File: src/hw/core_isa_pkg.sv
package core_isa_pkg;

    localparam int unsigned XLEN   = 32;
    localparam int unsigned REG_AW = 5;

    // instruction field positions
    localparam int unsigned OPC_LSB = 0;
    localparam int unsigned RD_LSB  = 7;
    localparam int unsigned F3_LSB  = 12;
    localparam int unsigned RS1_LSB = 15;
    localparam int unsigned RS2_LSB = 20;
    localparam int unsigned F7_LSB  = 25;

    typedef enum logic [6:0] {
        OPC_LOAD   = 7'b0000011,
        OPC_OP_IMM = 7'b0010011,
        OPC_STORE  = 7'b0100011,
        OPC_OP     = 7'b0110011
    } opcode_e;

    // funct3 of the register ops, ADDI shares F3_ADD
    typedef enum logic [2:0] {
        F3_ADD = 3'b000,
        F3_SLT = 3'b010,
        F3_XOR = 3'b100,
        F3_OR  = 3'b110,
        F3_AND = 3'b111
    } funct3_e;

    localparam logic [2:0] F3_WORD = 3'b010;
    localparam logic [6:0] F7_BASE = 7'b0000000;
    localparam logic [6:0] F7_SUB  = 7'b0100000;

    typedef enum logic [3:0] {
        ALU_ADD,
        ALU_SUB,
        ALU_AND,
        ALU_OR,
        ALU_XOR,
        ALU_SLT
    } alu_op_e;

endpackage

File: src/hw/exec.sv
`timescale 1ns/1ps

module exec (
    input  logic                            clk,
    input  logic                            rst,
    input  logic [core_isa_pkg::XLEN-1:0]   imm,
    input  core_isa_pkg::alu_op_e           alu_op,
    input  logic                            src_imm,
    input  logic [core_isa_pkg::REG_AW-1:0] reg1_addr,
    input  logic [core_isa_pkg::REG_AW-1:0] reg2_addr,
    input  logic [core_isa_pkg::XLEN-1:0]   reg1_data,
    input  logic [core_isa_pkg::XLEN-1:0]   reg2_data,
    input  logic [core_isa_pkg::REG_AW-1:0] write_reg_in,
    input  logic                            reg_write_in,
    input  logic                            mem_write_in,
    input  logic                            mem_read_in,
    input  logic [core_isa_pkg::REG_AW-1:0] write_reg_wb,
    input  logic [core_isa_pkg::XLEN-1:0]   result_wb,
    input  logic                            reg_write_wb,
    output logic [core_isa_pkg::XLEN-1:0]   result,
    output logic [core_isa_pkg::XLEN-1:0]   mem_write_data,
    output logic [core_isa_pkg::REG_AW-1:0] write_reg_out,
    output logic                            reg_write_out,
    output logic                            mem_write_out,
    output logic                            mem_read_out
);
    import core_isa_pkg::*;

    logic [XLEN-1:0] op_a;
    logic [XLEN-1:0] op2;
    logic [XLEN-1:0] op_b;
    logic [XLEN-1:0] alu_res;

    // EX/MEM wins over write-back, x0 never forwarded
    function automatic logic [XLEN-1:0] forward(input logic [REG_AW-1:0] src,
                                                input logic [XLEN-1:0]   rf_val);
        if (src == '0) begin
            return rf_val;
        end else if (reg_write_out && write_reg_out == src) begin
            return result;
        end else if (reg_write_wb && write_reg_wb == src) begin
            return result_wb;
        end
        return rf_val;
    endfunction

    always_comb begin
        op_a = forward(reg1_addr, reg1_data);
        op2  = forward(reg2_addr, reg2_data);
        op_b = src_imm ? imm : op2;
        case (alu_op)
            ALU_ADD: alu_res = op_a + op_b;
            ALU_SUB: alu_res = op_a - op_b;
            ALU_AND: alu_res = op_a & op_b;
            ALU_OR:  alu_res = op_a | op_b;
            ALU_XOR: alu_res = op_a ^ op_b;
            ALU_SLT: alu_res = {{(XLEN-1){1'b0}}, $signed(op_a) < $signed(op_b)};
            default: alu_res = op_a + op_b;
        endcase
    end

    always_ff @(posedge clk) begin
        if (rst) begin
            reg_write_out <= 1'b0;
            mem_write_out <= 1'b0;
            mem_read_out  <= 1'b0;
        end else begin
            reg_write_out <= reg_write_in;
            mem_write_out <= mem_write_in;
            mem_read_out  <= mem_read_in;
        end
    end

    always_ff @(posedge clk) begin
        result         <= alu_res;
        mem_write_data <= op2;
        write_reg_out  <= write_reg_in;
    end

endmodule

File: config.mk
export PLATFORM = sky130hd
export DESIGN_NAME = exec
export DESIGN_NICKNAME = d
export VERILOG_FILES = /design/src/hw/core_isa_pkg.sv /design/src/hw/exec.sv
export SDC_FILE = /design/constraint.sdc
export NUM_CORES = 1
export LEC_CHECK = 0
export BUFFER_PORTS_ARGS = -buffer_cell sky130_fd_sc_hd__buf_2
export CAP_MARGIN = 40
export CORE_MARGIN = 3
export CORE_UTILIZATION = 60
export DETAILED_ROUTE_END_ITERATION = 10
export GPL_TIMING_DRIVEN = 0
export PLACE_DENSITY = 0.89
export REMOVE_ABC_BUFFERS = 1
export SYNTH_ARGS = -nofsm -noshare
export SYNTH_HDL_FRONTEND = slang
export SYNTH_SLANG_ARGS = --single-unit
File: constraint.sdc
create_clock -name clk -period 14.05 [get_ports clk]
set_input_delay 0 -clock clk [delete_from_list [all_inputs] [get_ports clk]]
set_output_delay 0 -clock clk [all_outputs]
set_load 0.01 [all_outputs]
==> results of run 1 <==
final timing paths:
check                           slack [ns]              from            endpoint  cells after the start
worst max-delay path                  7.61  write_reg_out[2]          result[28]                     22
worst min register to register        0.61        result[31]  mem_write_data[31]                      2
worst min-delay path                  0.02     result_wb[13]  mem_write_data[13]                      3
worst max register to register        7.61  write_reg_out[2]          result[28]                     22
logic make-up (layout without fill, tap and decap cells):
kind of cell,Yosys count,after routing
compound gates,396,396
simple gates,242,242
buf+inv,153,377
mux,134,134
fa+ha+maj,107,107
flops,72,72
xor+xnor,35,35
other cells,0,1
layout make-up:
type,instances,area (um^2),share of cell area
multi-input combinational,914,6890,0.627
timing repair buffer,284,1820,0.166
sequential,72,1440,0.131
inverter,77,289,0.0263
clock buffer,12,256,0.0234
tap,184,230,0.0210
clock inverter,4,51.3,0.00467
antenna,1,2.50,0.000228
layout by cell type, fill, tap and decap left out, types with 5 or more instances in the layout:
master	synthesis	routed
dlygate4sd3_1	0	40
xnor2_1	15	15
inv_1	77	77
nor4_1	13	13
buf_2	22	229
a221o_1	31	31
o221ai_1	14	14
a21o_1	26	26
o21ai_0	61	61
o211ai_1	10	10
nand2_1	50	50
nor2_1	121	120
a211o_1	6	6
mux2_2	32	32
clkbuf_16	0	9
ha_1	105	105
a22o_1	12	12
xor2_1	20	20
nor2b_1	8	8
a31oi_1	6	6
a22oi_1	6	6
o21bai_1	19	19
dfxtp_1	72	72
a21oi_1	127	127
nand3_1	8	8
and3_1	7	5
a211oi_1	14	13
mux2i_1	102	102
nor3_1	8	8
a221oi_1	6	6
nand2b_1	9	9
layer usage:
layer | track usage | up-vias | part of all wire
met2 | 0.605 | 658 | 0.49
met5 | 0 | - | 0
li1 | - | 4610 | -
met3 | 0.0573 | 153 | 0.084
met4 | 0.197 | 0 | 0.050
met1 | 0.407 | 4587 | 0.38
power groups by stage:
stage	clock network [W]	logic, W	registers, W
floorplan	0	0.000275	0.000270
global placement	0	0.000415	0.000256
detailed placement	0	0.000429	0.000257
CTS	0.000244	0.000443	0.000253
global route	0.000252	0.000498	0.000258
finish	0.000245	0.000458	0.000255
critical path, cell delays in order (launching register included):
cell	delay, ns
dfxtp_1	0.35
xor2_1	0.17
nor4_1	0.28
and3_2	0.70
inv_1	0.11
a21oi_1	0.18
o22a_2	0.62
buf_12	0.28
nor2_1	0.09
a21oi_1	0.26
mux2_2	0.24
ha_1	0.23
inv_1	0.09
fa_1	0.47
nand2b_1	0.19
a211oi_1	0.43
nor2_1	0.14
o211ai_1	0.38
a211oi_1	0.19
or3_1	0.40
a31o_2	0.26
mux2i_1	0.12
o2bb2ai_1	0.11
sequential cells by signal, indices dropped and copies added (netlist names):
register and count:
mem_read_out 1, mem_write_data 32, mem_write_out 1, reg_write_out 1, result 32, write_reg_out 5
timing repair:
action / in CTS / in global routing
resized for setup: 0 / 0
hold buffers: 40 / 0
endpoints found under the hold margin: 39 / 0
cells in the mapped netlist, drive strengths merged, types with 3 or more instances:
cell type | instances | area, um^2
nand4 | 3 | 18.8
xor2 | 20 | 175
o21a | 4 | 30.0
a31oi | 6 | 37.5
o21ai | 65 | 325
or2 | 3 | 18.8
a22o | 12 | 105
o2111ai | 3 | 26.3
and3 | 7 | 43.8
o221ai | 14 | 123
o21bai | 19 | 143
nor2b | 8 | 50.1
a211oi | 14 | 105
a221oi | 6 | 52.6
a21oi | 129 | 653
nand3 | 8 | 40.0
a21o | 26 | 195
inv | 77 | 289
xnor2 | 15 | 131
a211o | 6 | 52.6
o22ai | 4 | 25.0
nand2 | 50 | 188
or3 | 3 | 18.8
o31ai | 5 | 42.5
nand2b | 9 | 56.3
o32ai | 4 | 35.0
clkbuf | 37 | 159
a221o | 34 | 344
nor4 | 13 | 81.3
mux2 | 32 | 360
nor3b | 3 | 33.8
a22oi | 6 | 45.0
nor2 | 121 | 454
nor3 | 8 | 40.0
o211ai | 11 | 87.6
dfxtp | 72 | 1440
o311ai | 4 | 42.6
ha | 105 | 1310
mux2i | 102 | 1020
o31a | 4 | 35.0
buf | 36 | 211
metrics by stage:
step                hold slack, ns  setup WS, ns  std cells  instance area, um^2
floorplan                   0.0277          7.66       1063                 8580
global placement             0.103          5.81       1477                 9960
detailed placement           0.105          7.95       1490                10200
CTS                         0.0123          7.90       1546                11000
global route                0.0359          7.40       1548                11000
finish                      0.0233          7.61       1548                11000
==> reports/metrics.cfg, run 1 <==
[layout]
layout.nets = 1624
nFillCells = 1009
area_growth_pct = 22.2
fin_util = 0.752
drive_gt1_frac = 0.232

[critical_path]
worst-setup-path-type = flop to flop
worst_ep_arrival_time_ns = 6.65
cp-end-kind = flop
cp_data_required_time_ns = 14.26
cp_max_fo = 33
start_kind = flop

[power]
p_leak_nw = 5.08
power_w = 0.000958
p_sw_w = 0.000385
switching_share = 0.402
pwr-share-comb = 0.478
seqPwrFrac = 0.266
vdd_ir_drop_max_v = 0.0000603
clockPowerShare = 0.256
intPower_w = 0.000573
p_per_area_nw_per_um2 = 87.3

[floorplanning]
rows = 44
fp.dieH_um = 128
start_util = 0.616
ios = 231
die_w_um = 128
die_area_um2 = 16500
coreArea_um2 = 14600

[place]
hpwl_um = 20900
place.gp.congestion = 1.00
port_buffers = 230

[timing]
max_slew.worst_pin.slew_ns = 0.787
rsz0062_at_grt = false
period_needed_ns = 6.44
hold_violations = 0
fin_skew_ns = 0.00737
slew_headroom = 0.474
drv_slew = 0
fmax_mhz = 155
fin_setup_tns_ns = 0
setup_viol = 0
fin_crit_sh = 0.459

[synth]
ys_seq_elements = 72
yosysWarnings = 0
synth_compound_area_frac = 0.302
synth_cell_types = 78
seq_area_frac_synth = 0.160
synth-simple-area-share = 0.122
synth.area.mux_share = 0.154
syn_avg_cell_area_um2 = 7.89
syn_area_um2 = 8980
synthAdderAreaFrac = 0.151
ys_async_sr_fraction = 0
synth_top_family_by_area = compound AO/OA/AOI/OAI gates
synth-xor-area-share = 0.0341
synthCells = 1139
synth-edff-count = 0
ys.flop_type = dfxtp_1

[clock_network]
numCtsBuffers = 9
htreeDepth = 3
clock_latency_ns = 0.36
clock_path_buffers = 2
cts_setup_buffers = 0
path_clk_slew_ns = 0.06
cts_tree = yes
cts.sinks = 72
root_buffer = clkbuf_16

[grt]
antenna_found_initial = 1
grt_start_max_net_pins = 43
grt_pass1_wl_um = 47400
grt.total_usage = 0.349
grt_pass1_vias = 9982
grt_overflow_total = 0

[detailed_routing]
drt-initial-drc-count = 1360
vias = 10000
drt-total-wl_um = 30300
dr.pass1.iters = 9
ant_nets = 0
drt-wirelength-per-cell_um = 19.6
drc = 0
viasPerCell = 6.47

[hold_path]
holdCritPathClass = input port to flop

[status]
status = finished clean

[flow_run]
maxCapViolations = 0

(Power assumes the default switching activity.)
==> run 2, diff against run 1 <==
--- a/config.mk
+++ b/config.mk
@@ -8,10 +8,10 @@
 export BUFFER_PORTS_ARGS = -buffer_cell sky130_fd_sc_hd__buf_2
 export CAP_MARGIN = 40
 export CORE_MARGIN = 3
-export CORE_UTILIZATION = 60
+export CORE_UTILIZATION = 50
 export DETAILED_ROUTE_END_ITERATION = 10
 export GPL_TIMING_DRIVEN = 0
-export PLACE_DENSITY = 0.89
+export PLACE_DENSITY = 0.79
 export REMOVE_ABC_BUFFERS = 1
 export SYNTH_ARGS = -nofsm -noshare
 export SYNTH_HDL_FRONTEND = slang
==> constraint.sdc (replaced) <==
create_clock -name clk -period 5.3 [get_ports clk]
set_input_delay 0 -clock clk [delete_from_list [all_inputs] [get_ports clk]]
set_output_delay 0 -clock clk [all_outputs]
set_load 0.01 [all_outputs]
==> run 2 against run 1 <==
  * Maximum frequency increased by 26%
  * First-iteration DRC count decreased by 34%
  * Utilization decreased by 10 points
  * Final cell count increased by 4.1%
  * Critical endpoint is now result[20]
  * Total power increased to 2.7 times the previous value
==> reports/metrics.cfg, run 2 (same netlist as run 1, synthesis figures left out) <==
[status]
status = finished clean  ; unchanged

[floorplanning]
die_area_um2 = 19600  ; was 16500 um^2
start_util = 0.516  ; was 0.616
ios = 231  ; unchanged
rows = 48  ; was 44
die_w_um = 140  ; was 128 um
coreArea_um2 = 17400  ; was 14600 um^2
fp.dieH_um = 140  ; was 128 um

[grt]
grt.total_usage = 0.279  ; was 0.349
antenna_found_initial = 0  ; was 1
grt_pass1_vias = 9119  ; was 9982
grt_start_max_net_pins = 40  ; was 43
grt_pass1_wl_um = 45600  ; was 47400 um
grt_overflow_total = 0  ; unchanged

[detailed_routing]
drt-total-wl_um = 29900  ; was 30300 um
drt-wirelength-per-cell_um = 18.6  ; was 19.6 um
drt-initial-drc-count = 901  ; was 1360
drc = 0  ; unchanged
ant_nets = 0  ; unchanged
dr.pass1.iters = 5  ; was 9
viasPerCell = 6.00  ; was 6.47
vias = 9674  ; was 10000

[place]
place_area_um2 = 10300  ; was 10200 um^2
dp_cells = 1531  ; was 1490
hpwl_um = 21000  ; was 20900 um
place.gp.congestion = 0.927  ; was 1.00
port_buffers = 230  ; unchanged

[layout]
area_growth_pct = 26.0  ; was 22.2%
final_common_cell = buf_2  ; unchanged
final_cell_mix = buf_2 (229), a21oi_1 (120), nor2_1 (119)  ; was buf_2 (229), a21oi_1 (127), nor2_1 (120)
fin_util = 0.650  ; was 0.752
largestRegisters = mem_write_data (32), result (32), write_reg_out (5)  ; unchanged
diodes = 0  ; was 1
final_cell_count_no_fill = 1611  ; was 1548
drive_gt1_frac = 0.259  ; was 0.232
layout.nets = 1647  ; was 1624
fin_area_um2 = 11300  ; was 11000 um^2

[clock_network]
path_clk_slew_ns = 0.07  ; was 0.06 ns
cts.sinks = 72  ; unchanged
clock_path_buffers = 2  ; unchanged
clock_latency_ns = 0.35  ; was 0.36 ns
root_buffer = clkbuf_16  ; unchanged
cts_tree = yes  ; unchanged
htreeDepth = 3  ; unchanged
numCtsBuffers = 9  ; unchanged

[critical_path]
critPathMaxStageDelay_ns = 0.49  ; was 0.70 ns
path_buf_inv = 3  ; unchanged
cpMostUsedCell = a21oi_1
worst_ep_arrival_time_ns = 5.35  ; was 6.65 ns
worst-setup-path-type = flop to flop  ; unchanged
critPathTopFamily = compound AO/OA/AOI/OAI gates  ; unchanged
cp_data_required_time_ns = 5.54  ; was 14.26 ns
start_kind = flop  ; unchanged
cpMaxStageDelayCell = o41ai_1  ; was and3_2
path_cells = xor2_1 -> nor4_2 -> and3_4 -> buf_4 -> buf_4 -> buf_16 -> mux2i_1 -> a21oi_1 -> mux2_2 -> ha_2 -> nor2b_1 -> o311ai_2 -> a2111oi_4 -> o41ai_1 -> a21oi_1 -> o21ai_0 -> a21oi_1 -> xnor2_1 -> a211o_1  ; was xor2_1 -> nor4_1 -> and3_2 -> inv_1 -> a21oi_1 -> o22a_2 -> buf_12 -> nor2_1 -> a21oi_1 -> mux2_2 -> ha_1 -> inv_1 -> fa_1 -> nand2b_1 -> a211oi_1 -> nor2_1 -> o211ai_1 -> a211oi_1 -> or3_1 -> a31o_2 -> mux2i_1 -> o2bb2ai_1
cp-end-kind = flop  ; unchanged
cp_max_fo = 17  ; was 33

[power]
vdd_ir_drop_max_v = 0.000158  ; was 0.0000603 V
p_leak_nw = 5.20  ; was 5.08 nW
p_per_area_nw_per_um2 = 225  ; was 87.3 nW/um^2

[timing]
max_slew.worst_pin.slew_ns = 1.11  ; was 0.787 ns
setup_viol = 0  ; unchanged
period_needed_ns = 5.12  ; was 6.44 ns
fmax_mhz = 195  ; was 155 MHz
fin_skew_ns = 0.00798  ; was 0.00737 ns
hold_violations = 0  ; unchanged
slew_headroom = 0.254  ; was 0.474
fin_setup_tns_ns = 0  ; unchanged
fin_crit_sh = 0.965  ; was 0.459
hold_ws_ns = 0.0169  ; was 0.0233 ns
drv_slew = 0  ; unchanged

[hold_path]
holdCritPathClass = input port to flop  ; unchanged

[flow_run]
maxCapViolations = 0  ; unchanged

run 2: cell types whose count changed in the layout (fill, tap and decap cells not counted), moves of 3 or more:
cell	change
nor4_2	+4
ha_2	+3
nor4_1	-4
ha_1	-3
buf_4	+18
a21oi_2	+6
a21oi_1	-7
run 2: layout make-up:
| cell class | count | area (um^2) |
|---|---|---|
| Inverter | 77 | 293 |
| Tap cell | 225 | 282 |
| Clock buffer | 9 | 225 |
| Sequential cell | 72 | 1440 |
| Timing Repair Buffer | 305 | 1990 |
| Clock inverter | 7 | 77.6 |
| Multi-Input combinational cell | 916 | 7020 |
| Fill cell | 1441 | 6090 |
run 2: per-stage QoR:
stage / power, W / setup slack [ns]
3_5_place_dp: 0.00182 / -1.05
3_3_place_gp: 0.00179 / -3.17
2_1_floorplan: 0.00145 / -1.09
4_1_cts: 0.00251 / 0.0631
5_1_grt: 0.00270 / -0.0303
6_report: 0.00255 / 0.185
run 2: worst paths after layout:
check	from	to	slack [ns]	cells after the start
worst max-delay path	write_reg_out[2]	result[20]	0.18	19
worst max register to register	write_reg_out[2]	result[20]	0.18	19
worst min register to register	result[11]	mem_write_data[11]	0.60	2
worst min-delay path	result_wb[11]	mem_write_data[11]	0.02	3
run 2: timing repair:
item	in CTS	in global routing
endpoints found under the setup margin	27	15
hold endpoints to repair	40	0
pin swaps	4	5
hold buffers	41	0
gates cloned	1	2
gates resized for setup	12	16
buffers inserted	7	13
run 2: layer usage:
metal  wire length (um)  up-vias  global-route usage
met5                  0        -                   0
met4                839        0              0.0923
met3               2220       73              0.0403
met2              14400      447               0.492
met1              12500     4466               0.350
li1                   -     4688                   -
run 2: power breakdown:
| group | total [W] | internal, W | switching (W) |
|---|---|---|---|
| Clock | 0.000655 | 0.000370 | 0.000285 |
| Combinational | 0.00123 | 0.000520 | 0.000707 |
| Sequential | 0.000671 | 0.000622 | 0.0000498 |
| Total | 0.00255 | 0.00151 | 0.00104 |
run 2: tightest hold or removal path, delay by kind of cell:
family / cells / cell delay, ns
muxes: 1 / 0.11
AOI/OAI and AO/OA: 1 / 0.10
buffers and inverters: 1 / 0.10
==> run 3, diff against run 2 <==
--- a/config.mk
+++ b/config.mk
@@ -7,11 +7,13 @@
 export LEC_CHECK = 0
 export BUFFER_PORTS_ARGS = -buffer_cell sky130_fd_sc_hd__buf_2
 export CAP_MARGIN = 40
+export CELL_PAD_IN_SITES_DETAIL_PLACEMENT = 0
+export CELL_PAD_IN_SITES_GLOBAL_PLACEMENT = 2
 export CORE_MARGIN = 3
-export CORE_UTILIZATION = 50
+export CORE_UTILIZATION = 28
 export DETAILED_ROUTE_END_ITERATION = 10
 export GPL_TIMING_DRIVEN = 0
-export PLACE_DENSITY = 0.79
+export PLACE_DENSITY_LB_ADDON = 0.1
 export REMOVE_ABC_BUFFERS = 1
 export SYNTH_ARGS = -nofsm -noshare
 export SYNTH_HDL_FRONTEND = slang
==> run 3 against run 2 <==
  * Routed wire length up 16%
  * Final cell count increased by 11%
  * Clock power increased by 17%
  * Worst setup slack improved by 0.035 ns
  * Count of clock-buffer cells in the layout increased by 2
==> reports/metrics.cfg, run 3 (same netlist as run 1, synthesis figures left out) <==
[floorplanning]
coreArea_um2 = 31100  ; was 17400 um^2
rows = 64  ; was 48
die_area_um2 = 34300  ; was 19600 um^2
die_w_um = 185  ; was 140 um
fp.dieH_um = 185  ; was 140 um
ios = 231  ; unchanged
start_util = 0.289  ; was 0.516

[critical_path]
cp-end-kind = flop  ; unchanged
r2r_cells = 20  ; was 19
cp_data_required_time_ns = 5.54  ; about the same
start_kind = flop  ; unchanged
r2r_slack_ns = 0.22  ; was 0.18 ns
worst-setup-path-type = flop to flop  ; unchanged
reg2reg_to = result[31]  ; was result[20]
cp_max_fo = 34  ; was 17
worst_ep_arrival_time_ns = 5.32  ; was 5.35 ns
r2r-start = write_reg_out[2]  ; unchanged

[hold_path]
whs_path_depth = 3  ; unchanged
hold_end = mem_write_data[26]  ; was mem_write_data[11]
worstHoldStart = result_wb[26]  ; was result_wb[11]
holdCritPathClass = input port to flop  ; unchanged

[status]
status = finished clean  ; unchanged

[detailed_routing]
ant_nets = 0  ; unchanged
drc = 0  ; unchanged
drt-wirelength-per-cell_um = 19.4  ; was 18.6 um
viasPerCell = 5.19  ; was 6.00
drt-total-wl_um = 34700  ; was 29900 um
vias = 9298  ; was 9674
drt-initial-drc-count = 359  ; was 901
dr.pass1.iters = 4  ; was 5

[power]
pwr-share-comb = 0.468  ; was 0.480
p_sw_w = 0.00106  ; was 0.00104 W
switching_share = 0.393  ; was 0.408
clockPowerShare = 0.283  ; was 0.257
seqPwrFrac = 0.249  ; was 0.263
p_leak_nw = 5.24  ; was 5.20 nW
intPower_w = 0.00164  ; was 0.00151 W
p_per_area_nw_per_um2 = 231  ; was 225 nW/um^2
vdd_ir_drop_max_v = 0.000143  ; was 0.000158 V

[grt]
grt_overflow_total = 0  ; unchanged
grt_pass1_vias = 9331  ; was 9119
antenna_found_initial = 1  ; was 0
grt.total_usage = 0.196  ; was 0.279
grt_pass1_wl_um = 52600  ; was 45600 um
grt_start_max_net_pins = 42  ; was 40

[clock_network]
cts.sinks = 72  ; unchanged
cts_tree = yes  ; unchanged
numCtsBuffers = 9  ; unchanged
path_clk_slew_ns = 0.07  ; about the same
root_buffer = clkbuf_16  ; unchanged
clock_path_buffers = 2  ; unchanged
clock_latency_ns = 0.38  ; was 0.35 ns
htreeDepth = 3  ; unchanged

[layout]
final_cell_mix = buf_2 (229), nor2_1 (120), a21oi_1 (117)  ; was buf_2 (229), a21oi_1 (120), nor2_1 (119)
drive_gt1_frac = 0.264  ; was 0.259
seq_area_um2 = 1440  ; unchanged
area_growth_pct = 30.1  ; was 26.0%
fin_area_um2 = 11700  ; was 11300 um^2
largestRegisters = mem_write_data (32), result (32), write_reg_out (5)  ; unchanged
multi_input_area_um2 = 7050  ; was 7020 um^2
nFillCells = 3372  ; was 1441
final_common_cell = buf_2  ; unchanged
layout.nets = 1655  ; was 1647

[place]
place.gp.congestion = 0.805  ; was 0.927
dp_slack_ns = -1.13  ; was -1.05 ns
port_buffers = 230  ; unchanged
place_area_um2 = 10500  ; was 10300 um^2
hpwl_um = 25700  ; was 21000 um

[flow_run]
maxCapViolations = 0  ; unchanged

[timing]
setup_viol = 0  ; unchanged
layout_setup_ws_ns = 0.220  ; was 0.185 ns
fin_crit_sh = 0.959  ; was 0.965
fmax_mhz = 197  ; was 195 MHz
drv_slew = 0  ; unchanged
fin_skew_ns = 0.0160  ; was 0.00798 ns
hold_violations = 0  ; unchanged
period_needed_ns = 5.08  ; was 5.12 ns
slew_headroom = 0.425  ; was 0.254
max_slew.worst_pin.slew_ns = 0.861  ; was 1.11 ns

[run 3: worst max path at each step]
stage                      from          to  slack [ns]  cells after the start
2_1_floorplan  write_reg_out[2]  result[28]       -1.09                     21
3_3_place_gp   write_reg_out[2]  result[28]       -4.01                     16
3_5_place_dp   write_reg_out[2]  result[30]       -1.13                     22
4_1_cts        write_reg_out[2]  result[28]        0.08                     22
5_1_grt        write_reg_out[2]  result[28]      -0.001                     22
6_report       write_reg_out[2]  result[31]        0.22                     20
[run 3: through the flow]
| step | cells | util | hold slack, ns | power, W | setup TNS, ns |
|---|---|---|---|---|---|
| 6_report | 1791 | 0.376 | 0.00955 | 0.00270 | 0 |
| 5_1_grt | 1791 | 0.376 | 0.0185 | 0.00289 | -0.00109 |
| 4_1_cts | 1781 | 0.371 | 0.0000397 | 0.00272 | 0 |
| 3_5_place_dp | 1703 | 0.337 | 0.104 | 0.00187 | -18.31 |
| 3_3_place_gp | 1689 | 0.329 | 0.103 | 0.00186 | -119.56 |
| 2_1_floorplan | 1063 | - | 0.0277 | 0.00145 | -21.91 |
[run 3: area by class of cell]
type	instances	share of cell area
clock buffer	11	0.0216
antenna	1	0.000214
inverter	77	0.0247
timing repair buffer	314	0.176
multi-input combinational	915	0.603
sequential	72	0.123
clock inverter	5	0.00878
tap	396	0.0424
[run 3: power groups by stage]
stage                     Combinational (W)  Clock (W)  Sequential (W)
after floorplan                    0.000730          0        0.000717
after detailed placement            0.00119          0        0.000684
after CTS                           0.00125   0.000794        0.000673
final                               0.00126   0.000764        0.000671
after global placement              0.00118          0        0.000684
after global routing                0.00140   0.000809        0.000683
[run 3: metal layers]
metal  wire length [um]  track usage
met2              16800        0.337
met4                537       0.0522
met1              16400        0.259
met5                  0            0
met3               1030       0.0224
[run 3: repair_timing]
action / in CTS / in global routing
cloned: 1 / 2
gates resized for setup: 23 / 15
pin swaps: 7 / 6
setup endpoints to repair: 27 / 13
hold endpoints to repair: 40 / 0
setup buffers: 9 / 6
hold buffers: 52 / 0
[run 3: critical path, cell delays in order (launching register included)]
cell and delay (ns):
dfxtp_1 0.34, xor2_1 0.18, nor4_2 0.28, and3_4 0.26
buf_12 0.18, inv_1 0.08, a21oi_4 0.14, o22a_4 0.20
buf_12 0.20, a21oi_1 0.12, mux2_2 0.28, ha_1 0.46
inv_1 0.09, a21oi_2 0.33, o31a_1 0.31, o2111a_1 0.26
o31ai_2 0.13, a221o_1 0.44, a221oi_1 0.34, o221a_2 0.26
o21ai_1 0.06
